===== config.mk =====
export PLATFORM = sky130hd
export DESIGN_NAME = uartTop
export DESIGN_NICKNAME = d
export VERILOG_FILES = /design/src/source/uartPkg.sv /design/src/source/uartBaudGen.sv /design/src/source/uartBaudLut.sv /design/src/source/uartControl.sv /design/src/source/uartReceiver.sv /design/src/source/uartTop.sv /design/src/source/uartTransmitter.sv
export SDC_FILE = /design/constraint.sdc
export NUM_CORES = 1
export LEC_CHECK = 0
export BUFFER_PORTS_ARGS = -buffer_cell sky130_fd_sc_hd__buf_4
export CAP_MARGIN = 5
export CORE_ASPECT_RATIO = 1.5
export CORE_MARGIN = 2
export CORE_UTILIZATION = 25
export DETAILED_ROUTE_END_ITERATION = 16
export MAX_ROUTING_LAYER = met4
export PLACE_DENSITY_LB_ADDON = 0.15
export SYNTH_ARGS = -nofsm -noshare
export SYNTH_HDL_FRONTEND = slang
export SYNTH_SLANG_ARGS = --single-unit

===== constraint.sdc =====
create_clock -name clk -period 8.85 [get_ports clk]
set_clock_uncertainty 0.2 [all_clocks]
set_input_delay 0.4425 -clock clk [delete_from_list [all_inputs] [get_ports clk]]
set_output_delay 0.4425 -clock clk [all_outputs]
set_load 0.05 [all_outputs]

===== src/source/uartPkg.sv =====
/* uart package: shared sizes, centibaud table and state/opcode enums
   for the 6551-style serial port */
package uartPkg;

	// ==========================================================
	// clocking and divisor sizing
	// ==========================================================
	localparam int clkFreqMhz       = 100;  // system clock, edit for other boards
	localparam int divisorBits      = 24;   // wide enough for 50 baud at 100 MHz
	localparam int baudIndexBits    = 5;
	localparam int defaultBaudIndex = 14;   // 9600 baud

	// rates in hundredths of a baud, index 0 unused
	localparam logic [31:0] baudCentiTable [22] = '{
		32'd0,        32'd5000,     32'd7500,     32'd10992,
		32'd13458,    32'd15000,    32'd30000,    32'd60000,
		32'd120000,   32'd180000,   32'd240000,   32'd360000,
		32'd480000,   32'd720000,   32'd960000,   32'd1920000,
		32'd3840000,  32'd5760000,  32'd11520000, 32'd23040000,
		32'd46080000, 32'd92160000
	};

	// ==========================================================
	// framing and queues
	// ==========================================================
	localparam int oversample   = 16;  // ticks per bit
	localparam int midSample    = 8;   // tick of a bit that gets sampled
	localparam int txQueueDepth = 4;   // also host's starting tx credits
	localparam int rxQueueDepth = 4;

	typedef enum logic [1:0] {
		opNop,
		opSetBaud,
		opSetLoopback
	} uartOp_e;

	typedef enum logic [1:0] {txIdle, txStart, txData, txStop} txState_e;

	typedef enum logic [1:0] {rxIdle, rxStart, rxData, rxStop} rxState_e;

endpackage


===== src/source/uartBaudGen.sv =====
/* baud generator: down-counter giving one 16x oversampling tick
   every divisor clocks, restarts cleanly on a rate change */
module uartBaudGen
	import uartPkg::*;
(
	input  logic                   clk,
	input  logic                   reset,
	input  logic [divisorBits-1:0] divisor,
	output logic                   tick
);

	logic [divisorBits-1:0] count;    // clocks left until next tick
	logic [divisorBits-1:0] lastDiv;  // divisor seen last cycle
	logic [divisorBits-1:0] reload;

	assign reload = divisor - divisorBits'(1);  // period is divisor clocks

	always_ff @(posedge clk) begin
		if (reset) begin
			count   <= reload;
			lastDiv <= divisor;
			tick    <= 1'b0;
		end else if (divisor != lastDiv) begin
			count   <= reload;     // new rate, start over at once
			lastDiv <= divisor;
			tick    <= 1'b0;
		end else if (count == '0) begin
			count   <= reload;
			tick    <= 1'b1;       // one clock wide
		end else begin
			count   <= count - divisorBits'(1);
			tick    <= 1'b0;
		end
	end

	// ==========================================================
	// checks
	// ==========================================================
	// only divisor 1 may tick every clock, also holds through a
	// change once the new rate has settled
	assert property (@(posedge clk) disable iff (reset)
		(divisor > 1 && $stable(divisor)) |-> !(tick && $past(tick)))
		else $error("baud tick high on two cycles in a row, divisor %0d", divisor);

endmodule


===== src/source/uartBaudLut.sv =====
/* baud rate lut: baud index to 16x divisor, the constants are
   worked out at elaboration from the clock frequency */
module uartBaudLut
	import uartPkg::*;
(
	input  logic [baudIndexBits-1:0] baudIndex,
	output logic [divisorBits-1:0]   divisor
);

	localparam int tableSize = 2 ** baudIndexBits;        // every index gets an entry
	localparam int lastIndex = $size(baudCentiTable) - 1; // 21, 921600 baud

	// ==========================================================
	// divisor = clk / (16 * baud), rounded to nearest
	// ==========================================================
	// clock in MHz times 1e8 gives clocks per second times 100,
	// which cancels the hundredths in the table
	function automatic logic [divisorBits-1:0] calcDivisor(input int idx);
		longint num;
		longint den;
		int     sel;
		sel = (idx == 0 || idx > lastIndex) ? defaultBaudIndex : idx; // fall back to 9600
		num = longint'(clkFreqMhz) * longint'(100_000_000);
		den = longint'(oversample) * longint'(baudCentiTable[sel]);
		return divisorBits'((num + den / 2) / den);                   // round half up
	endfunction

	logic [divisorBits-1:0] divTable [tableSize];  // constant rom

	// at 100 MHz this comes out as
	//   50:125000  75:83333  109.92:56860  134.58:46441  150:41667
	//   300:20833  600:10417  1200:5208  1800:3472  2400:2604
	//   3600:1736  4800:1302  7200:868  9600:651  19200:326
	//   38400:163  57600:109  115200:54  230400:27  460800:14  921600:7
	for (genvar i = 0; i < tableSize; i++) begin : genTable
		assign divTable[i] = calcDivisor(i);  // folds to a constant
	end

	assign divisor = divTable[baudIndex];     // plain rom read

endmodule


===== src/source/uartControl.sv =====
/* uart control: config decode, tx and rx queues with credit
   accounting toward the host, loopback select */
module uartControl
	import uartPkg::*;
(
	input  logic                     clk,
	input  logic                     reset,
	// host configuration
	input  logic                     cfgValid,
	input  uartOp_e                  cfgOp,
	input  logic [baudIndexBits-1:0] cfgData,
	// host transmit
	input  logic                     txValid,
	input  logic [7:0]               txData,
	output logic                     txCredit,
	// host receive
	input  logic                     rxCreditReturn,
	output logic                     rxValid,
	output logic [7:0]               rxData,
	output logic                     rxFrameErr,
	// datapath
	output logic [baudIndexBits-1:0] baudIndex,
	output logic                     txStart,
	output logic [7:0]               txByte,
	input  logic                     txBusy,
	input  logic                     rxDone,
	input  logic [7:0]               rxByte,
	input  logic                     rxFrameErrBit,
	input  logic                     txd,
	input  logic                     rxd,
	output logic                     rxSerial
);

	logic loopback;

	// tx queue
	logic [7:0]                          txMem [txQueueDepth];
	logic [$clog2(txQueueDepth)-1:0]     txWr;
	logic [$clog2(txQueueDepth)-1:0]     txRd;
	logic [$clog2(txQueueDepth + 1)-1:0] txCount;
	logic                                txPush;
	logic                                txIssue;

	// rx queue, error bit on top
	logic [8:0]                          rxMem [rxQueueDepth];
	logic [$clog2(rxQueueDepth)-1:0]     rxWr;
	logic [$clog2(rxQueueDepth)-1:0]     rxRd;
	logic [$clog2(rxQueueDepth + 1)-1:0] rxCount;
	logic [3:0]                          rxCredits;  // granted by host, not yet used
	logic                                rxPush;
	logic                                rxDeliver;

	assign txPush    = txValid && (txCount != txQueueDepth);
	assign txIssue   = !txBusy && (txCount != 0) && !txStart;  // one start per idle
	assign rxPush    = rxDone && (rxCount != rxQueueDepth);    // full queue drops
	assign rxDeliver = (rxCount != 0) && (rxCredits != 0);
	assign rxSerial  = loopback ? txd : rxd;                   // echo path

	// ==========================================================
	// control state
	// ==========================================================
	always_ff @(posedge clk) begin
		if (reset) begin
			baudIndex  <= baudIndexBits'(defaultBaudIndex);
			loopback   <= 1'b0;
			txWr       <= '0;
			txRd       <= '0;
			txCount    <= '0;
			txStart    <= 1'b0;
			txCredit   <= 1'b0;
			rxWr       <= '0;
			rxRd       <= '0;
			rxCount    <= '0;
			rxCredits  <= '0;
			rxValid    <= 1'b0;
			rxFrameErr <= 1'b0;
		end else begin
			if (cfgValid && cfgOp == opSetBaud)
				baudIndex <= cfgData;
			if (cfgValid && cfgOp == opSetLoopback)
				loopback <= cfgData[0];

			txStart  <= txIssue;
			txCredit <= txIssue;      // byte left the queue, credit back
			if (txPush)
				txWr <= txWr + 1'b1;
			if (txIssue)
				txRd <= txRd + 1'b1;
			if (txPush && !txIssue)
				txCount <= txCount + 1'b1;
			else if (!txPush && txIssue)
				txCount <= txCount - 1'b1;

			rxValid    <= rxDeliver;
			rxFrameErr <= rxDeliver && rxMem[rxRd][8];
			if (rxPush)
				rxWr <= rxWr + 1'b1;
			if (rxDeliver)
				rxRd <= rxRd + 1'b1;
			if (rxPush && !rxDeliver)
				rxCount <= rxCount + 1'b1;
			else if (!rxPush && rxDeliver)
				rxCount <= rxCount - 1'b1;
			if (rxCreditReturn && !rxDeliver)
				rxCredits <= rxCredits + 4'd1;
			else if (!rxCreditReturn && rxDeliver)
				rxCredits <= rxCredits - 4'd1;
		end
	end

	// ==========================================================
	// queue storage and payload
	// ==========================================================
	always_ff @(posedge clk) begin
		if (txPush)
			txMem[txWr] <= txData;
		if (txIssue)
			txByte <= txMem[txRd];
		if (rxPush)
			rxMem[rxWr] <= {rxFrameErrBit, rxByte};
		if (rxDeliver)
			rxData <= rxMem[rxRd][7:0];
	end

	// host spent a tx credit it never had
	assert property (@(posedge clk) disable iff (reset)
		txValid |-> (txCount != txQueueDepth))
		else $error("txValid with tx queue full, host credit violation");

	// more credits granted than the counter holds
	assert property (@(posedge clk) disable iff (reset)
		(rxCreditReturn && !rxDeliver) |-> (rxCredits != 4'd15))
		else $error("rx credit count would exceed 15");

endmodule


===== src/source/uartReceiver.sv =====
/* receiver: finds a start edge, samples at mid bit with 16x
   oversampling and flags a low stop bit as a framing error */
module uartReceiver
	import uartPkg::*;
(
	input  logic       clk,
	input  logic       reset,
	input  logic       tick,
	input  logic       rxd,
	output logic       rxDone,
	output logic [7:0] rxByte,
	output logic       rxFrameErrBit
);

	rxState_e   state;
	logic       rxMeta;      // first synchronizer stage
	logic       rxSync;      // safe to use
	logic       rxLast;      // rxSync one clock ago
	logic       fallEdge;
	logic [3:0] tickCnt;
	logic [2:0] bitCnt;
	logic [7:0] shifter;
	logic       midTick;     // start bit recheck point
	logic       sampleNow;   // middle of a data or stop bit

	assign fallEdge  = rxLast && !rxSync;  // edge, not level: a break won't retrigger
	assign midTick   = tick && (tickCnt == 4'(midSample - 1));
	assign sampleNow = tick && (tickCnt == 4'(oversample - 1));

	// ==========================================================
	// synchronizer and frame sequencer
	// ==========================================================
	always_ff @(posedge clk) begin
		if (reset) begin
			rxMeta        <= 1'b1;
			rxSync        <= 1'b1;
			rxLast        <= 1'b1;
			state         <= rxIdle;
			tickCnt       <= '0;
			bitCnt        <= '0;
			rxDone        <= 1'b0;
			rxFrameErrBit <= 1'b0;
		end else begin
			rxMeta <= rxd;
			rxSync <= rxMeta;
			rxLast <= rxSync;
			rxDone <= 1'b0;              // pulse
			case (state)
				rxIdle: begin
					if (fallEdge) begin
						state   <= rxStart;
						tickCnt <= '0;
					end
				end
				rxStart: begin
					if (midTick) begin
						tickCnt <= '0;
						bitCnt  <= '0;
						state   <= rxSync ? rxIdle : rxData;  // glitch, give up
					end else if (tick)
						tickCnt <= tickCnt + 4'd1;
				end
				rxData: begin
					if (sampleNow) begin
						tickCnt <= '0;
						bitCnt  <= bitCnt + 3'd1;
						if (bitCnt == 3'd7)
							state <= rxStop;
					end else if (tick)
						tickCnt <= tickCnt + 4'd1;
				end
				default: begin           // stop bit
					if (sampleNow) begin
						tickCnt       <= '0;
						rxDone        <= 1'b1;
						rxFrameErrBit <= !rxSync;  // stop must be high
						state         <= rxIdle;
					end else if (tick)
						tickCnt <= tickCnt + 4'd1;
				end
			endcase
		end
	end

	// payload, data arrives lsb first
	always_ff @(posedge clk) begin
		if (state == rxData && sampleNow)
			shifter <= {rxSync, shifter[7:1]};
		if (state == rxStop && sampleNow)
			rxByte <= shifter;
	end

endmodule


===== src/source/uartTop.sv =====
/* uart top: control with queues plus baud lut, baud generator,
   transmitter and receiver */
module uartTop
	import uartPkg::*;
(
	input  logic                     clk,
	input  logic                     reset,
	input  logic                     cfgValid,
	input  uartOp_e                  cfgOp,
	input  logic [baudIndexBits-1:0] cfgData,
	input  logic                     txValid,
	input  logic [7:0]               txData,
	output logic                     txCredit,
	input  logic                     rxCreditReturn,
	output logic                     rxValid,
	output logic [7:0]               rxData,
	output logic                     rxFrameErr,
	input  logic                     rxd,
	output logic                     txd
);

	logic [baudIndexBits-1:0] baudIndex;
	logic [divisorBits-1:0]   divisor;
	logic                     tick;           // 16x bit rate
	logic                     txStart;
	logic [7:0]               txByte;
	logic                     txBusy;
	logic                     rxDone;
	logic [7:0]               rxByte;
	logic                     rxFrameErrBit;
	logic                     rxSerial;       // rxd or looped txd

	uartControl control (
		.clk           (clk),
		.reset         (reset),
		.cfgValid      (cfgValid),
		.cfgOp         (cfgOp),
		.cfgData       (cfgData),
		.txValid       (txValid),
		.txData        (txData),
		.txCredit      (txCredit),
		.rxCreditReturn(rxCreditReturn),
		.rxValid       (rxValid),
		.rxData        (rxData),
		.rxFrameErr    (rxFrameErr),
		.baudIndex     (baudIndex),
		.txStart       (txStart),
		.txByte        (txByte),
		.txBusy        (txBusy),
		.rxDone        (rxDone),
		.rxByte        (rxByte),
		.rxFrameErrBit (rxFrameErrBit),
		.txd           (txd),
		.rxd           (rxd),
		.rxSerial      (rxSerial)
	);

	uartBaudLut baudLut (
		.baudIndex(baudIndex),
		.divisor  (divisor)
	);

	uartBaudGen baudGen (
		.clk    (clk),
		.reset  (reset),
		.divisor(divisor),
		.tick   (tick)
	);

	uartTransmitter transmitter (
		.clk    (clk),
		.reset  (reset),
		.tick   (tick),
		.txStart(txStart),
		.txByte (txByte),
		.txBusy (txBusy),
		.txd    (txd)
	);

	uartReceiver receiver (
		.clk          (clk),
		.reset        (reset),
		.tick         (tick),
		.rxd          (rxSerial),
		.rxDone       (rxDone),
		.rxByte       (rxByte),
		.rxFrameErrBit(rxFrameErrBit)
	);

endmodule


===== src/source/uartTransmitter.sv =====
/* transmitter: shifts one byte out as an 8N1 frame on txd,
   16 ticks per bit, lsb first */
module uartTransmitter
	import uartPkg::*;
(
	input  logic       clk,
	input  logic       reset,
	input  logic       tick,
	input  logic       txStart,
	input  logic [7:0] txByte,
	output logic       txBusy,
	output logic       txd
);

	txState_e   state;
	logic [3:0] tickCnt;   // tick within the current bit
	logic [2:0] bitCnt;    // data bit number
	logic [7:0] shifter;   // remaining data bits
	logic       bitLevel;  // level of the bit in flight
	logic       lastTick;  // final tick of a bit

	assign lastTick = tick && (tickCnt == 4'(oversample - 1));

	// the port txStart hides the state literal, hence the package prefix
	always_comb begin
		case (state)
			uartPkg::txStart: bitLevel = 1'b0;        // start bit
			txData:           bitLevel = shifter[0];  // lsb first
			default:          bitLevel = 1'b1;        // stop bit and idle
		endcase
	end

	// ==========================================================
	// frame sequencer
	// ==========================================================
	always_ff @(posedge clk) begin
		if (reset) begin
			state   <= txIdle;
			tickCnt <= '0;
			bitCnt  <= '0;
			txBusy  <= 1'b0;
			txd     <= 1'b1;      // line idles high
		end else if (state == txIdle) begin
			if (txStart) begin
				state   <= uartPkg::txStart;
				tickCnt <= '0;
				bitCnt  <= '0;
				txBusy  <= 1'b1;
			end
		end else if (tick) begin
			tickCnt <= tickCnt + 4'd1;   // wraps after 16
			if (tickCnt == '0)
				txd <= bitLevel;         // bit edge on its first tick
			if (lastTick) begin
				case (state)
					uartPkg::txStart: state <= txData;
					txData: begin
						bitCnt <= bitCnt + 3'd1;
						if (bitCnt == 3'd7)
							state <= txStop;
					end
					default: begin           // end of stop bit, 160th tick
						state  <= txIdle;
						txBusy <= 1'b0;
					end
				endcase
			end
		end
	end

	// payload
	always_ff @(posedge clk) begin
		if (state == txIdle && txStart)
			shifter <= txByte;
		else if (state == txData && lastTick)
			shifter <= shifter >> 1;
	end

	// a finished frame leaves the line high until the next start
	assert property (@(posedge clk) disable iff (reset) (state == txIdle) |-> txd)
		else $error("txd low while transmitter idle");

endmodule


==> impl_metrics.json <==
{
  "track_usage_pct": 10.4,
  "dp.final_hpwl_um": 13400,
  "min_from": "cfgData[3]",
  "worstPathArrival_ns": 3.81,
  "grt_pass1_wl_um": 30700,
  "synth-compound-area-share_pct": 5.77,
  "antenna_found_initial": 0,
  "grt_max_degree": 51,
  "drive_gt1_share_pct": 13.3,
  "tns_ns": 0,
  "holdPathStages": 4,
  "synth_xor_area_share_pct": 5.60,
  "r2r_cells": 8,
  "die_w_um": 161,
  "cp_data_required_time_ns": 8.67,
  "drtIter0Drc": 161,
  "cts_sinks": 204,
  "cts_hold_buffers": 12,
  "insertion_delay_ns": 0.53,
  "synth_fp_nets": 794,
  "ff2ff_setup_slack_ns": 4.86,
  "cts_resized": 0,
  "ant_nets": 0,
  "end_kind": "flop",
  "vias_per_cell": 4.29,
  "holdPathEnd": "control.baudIndex[3]$_SDFFE_PP1P_",
  "synthCells": 731,
  "drc": 0,
  "synth_edf_count": 125,
  "clk_path_buf_depth": 3,
  "max_freq_ghz": 0.251,
  "cts_inserted_buffers": 22,
  "relSlewSlack_pct": 30.6,
  "clk_pin_slew_ns": 0.06,
  "cellLeakagePower_nw": 3.94,
  "status": "completed",
  "fin_hold_ws_ns": 0.0383,
  "final_core_util_pct": 29.4,
  "overflow": 0,
  "die-area_um2": 38500,
  "wl_um": 19000,
  "rsz0062_at_grt": "false",
  "avgSynthCellArea_um2": 12.6,
  "synthAdderAreaFrac_pct": 5.94,
  "synth.area.mux_share_pct": 8.88,
  "drv_cap": 0,
  "tightestPinTransition_ns": 1.04,
  "synthFlopType": "edfxtp_1",
  "cp-start-kind": "flop",
  "synth_area_um2": 9220,
  "drtPass1Iterations": 6,
  "finalSetupViolCount": 0,
  "peakVddDrop_v": 0.000171,
  "htree_levels": 1,
  "fin_crit_sh_pct": 45.0,
  "initial_core_util_pct": 25.2,
  "power.density_nw_per_um2": 253,
  "hold_path_class": "input pin to flop",
  "cts_tree": "yes",
  "die_h_um": 239,
  "n_antenna_cell": 0,
  "synth_top_family_by_area": "simple AND/OR/NAND/NOR gates",
  "cts-root-buf": "clkbuf_16",
  "period_needed_ns": 3.99,
  "areaGrowthSynthToFinish_pct": 16.8,
  "rows": 86,
  "yosysWarningCount": 0,
  "synth.yosys.seq_area_share_pct": 57.8,
  "io_buffers": 32,
  "crit_type": "flop to flop",
  "yosys.area_share.simple_pct": 12.8,
  "post_drt_wl_per_cell_um": 15.0,
  "crit_start": "control.baudIndex[0]$_SDFFE_PP0P_",
  "async_reset_ff_share_pct": 0,
  "ios": 33,
  "r2r-end": "baudGen.lastDiv[1]$_DFFE_PP_",
  "vias": 5459,
  "r2r_start": "control.baudIndex[0]$_SDFFE_PP0P_",
  "layout.nets": 836,
  "critPathMaxFanout": 18,
  "ys_ff_latch": 204,
  "place.gp.congestion": 0.765,
  "synth_cell_types": 63,
  "slew_violations": 0,
  "post_cts_buffers": 0,
  "grt_pass1_vias": 5632,
  "core-area_um2": 36600,
  "finalHoldViolCount": 0
}
## synthesized netlist by cell type (3+ instances only)
master    instances  area share [%]
nand3_1          12            0.65
o21a_1            3            0.24
mux2_1            3            0.37
xnor2_1          32             3.0
nor4bb_1          3            0.33
dfxtp_1          79              17
and3_1            3            0.20
or3_1             7            0.47
buf_2             4            0.22
o21ai_0          21             1.1
nand2_1          31             1.3
clkbuf_1         15            0.61
buf_4             4            0.33
inv_1            32             1.3
nand2b_1          6            0.41
nor4b_1           4            0.38
nor4_1           11            0.75
a211oi_1          5            0.41
nand4_1           8            0.54
o31a_1            3            0.28
fa_1              3            0.65
a21o_1            5            0.41
edfxtp_1        125              41
nand3b_1          4            0.33
or2_2             3            0.20
nor3_1           18            0.98
a21oi_1          22             1.2
xor2_1           27             2.6
nand4b_1          3            0.28
o211ai_1          3            0.24
o22a_1            3            0.28
nor2b_1          11            0.75
nor3b_1           4            0.33
mux4_2           17             4.2
and2_1           11            0.75
buf_6             5            0.61
mux2_2           10             1.2
mux2i_1          29             3.1
ha_1             39             5.3
nor2_1           72             2.9
## layer usage
metal | GRT usage (%) | part of all wire [%] | vias up
met1 | 11.1 | 40 | 2633
met5 | - | 0 | -
met4 | 3.46 | 2.3 | 0
met2 | 19.7 | 55 | 72
li1 | - | - | 2724
met3 | 1.52 | 3.0 | 30
## power breakdown
part	switching (mW)	total (mW)	internal, mW
registers	0.0891	1.24	1.15
logic	0.312	0.559	0.247
clock network	0.403	0.932	0.529
total	0.804	2.73	1.92
## through the flow
stage               total power, mW  setup slack, ns  cells  cell area (um2)
floorplan                      1.67             5.48    731             9220
global placement               1.83             4.83   1221             9930
detailed placement             1.83             4.82   1221             9930
CTS                            2.79             4.77   1273            10800
global route                   2.89             4.32   1273            10800
finish                         2.73             4.86   1273            10800
## critical path: stages (launching register included)
cell	delay, ns
dfxtp_1	0.70
inv_1	0.22
ha_1	0.42
nor4b_2	0.35
xor2_1	0.12
nor3_1	0.22
o2111ai_1	0.16
nor4_2	0.39
nand3_1	0.69
## cell families after synthesis
family | after synthesis
adder cells (fa/ha/maj) | 42
buffers and inverters | 62
AND/OR/NAND/NOR | 222
XOR/XNOR | 59
flip-flops | 204
multiplexers | 59
AO/OA/AOI/OAI | 83
## state kept, by name, summed over array words and instances (netlist names), 5 cells and up, named ones only
signal / cells
control.rxMem: 36
control.txMem: 32
baudGen.count: 24
baudGen.lastDiv: 17
control.rxData: 8
control.txByte: 8
receiver.rxByte: 8
receiver.shifter: 8
transmitter.shifter: 8
control.baudIndex: 5
## cell type report
cell class	instances	area (um2)
fill	3843	25800
clock buffer	26	576
inverter	33	124
multi-input combinational	465	3600
sequential	204	5340
clock inverter	14	150
tap	484	606
timing repair buffer	47	383
## layout by cell type (no fill, tap or decap), types with 5 or more instances in the layout
| cell type | synthesis | layout |
|---|---|---|
| ha_1 | 39 | 39 |
| clkbuf_16 | 0 | 22 |
| inv_1 | 32 | 32 |
| and2_1 | 11 | 11 |
| nor4_1 | 11 | 11 |
| xor2_1 | 27 | 27 |
| nand3_1 | 12 | 12 |
| buf_4 | 4 | 35 |
| nand2_1 | 31 | 31 |
| nor2_1 | 72 | 72 |
| mux4_2 | 17 | 17 |
| o21ai_0 | 21 | 21 |
| or3_1 | 7 | 7 |
| a211oi_1 | 5 | 5 |
| clkinv_2 | 0 | 6 |
| nand4_1 | 8 | 8 |
| mux2i_1 | 29 | 29 |
| nor2b_1 | 11 | 11 |
| dfxtp_1 | 79 | 79 |
| edfxtp_1 | 125 | 125 |
| xnor2_1 | 32 | 32 |
| a21oi_1 | 22 | 22 |
| dlygate4sd3_1 | 0 | 12 |
| a21o_1 | 5 | 5 |
| mux2_2 | 10 | 10 |
| nand2b_1 | 6 | 6 |
| nor3_1 | 18 | 18 |
## worst max path at each step
stage	endpoint	slack [ns]	cells after the start
2_1_floorplan	baudGen.lastDiv[0]$_DFFE_PP_	5.48	9
3_3_place_gp	baudGen.lastDiv[8]$_DFFE_PP_	4.83	7
3_5_place_dp	baudGen.lastDiv[13]$_DFFE_PP_	4.82	8
4_1_cts	baudGen.lastDiv[1]$_DFFE_PP_	4.77	8
5_1_grt	baudGen.tick$_SDFF_PP0_	4.32	9
6_report	baudGen.lastDiv[1]$_DFFE_PP_	4.86	8
Note: power is estimated with default switching activity, not from simulation.
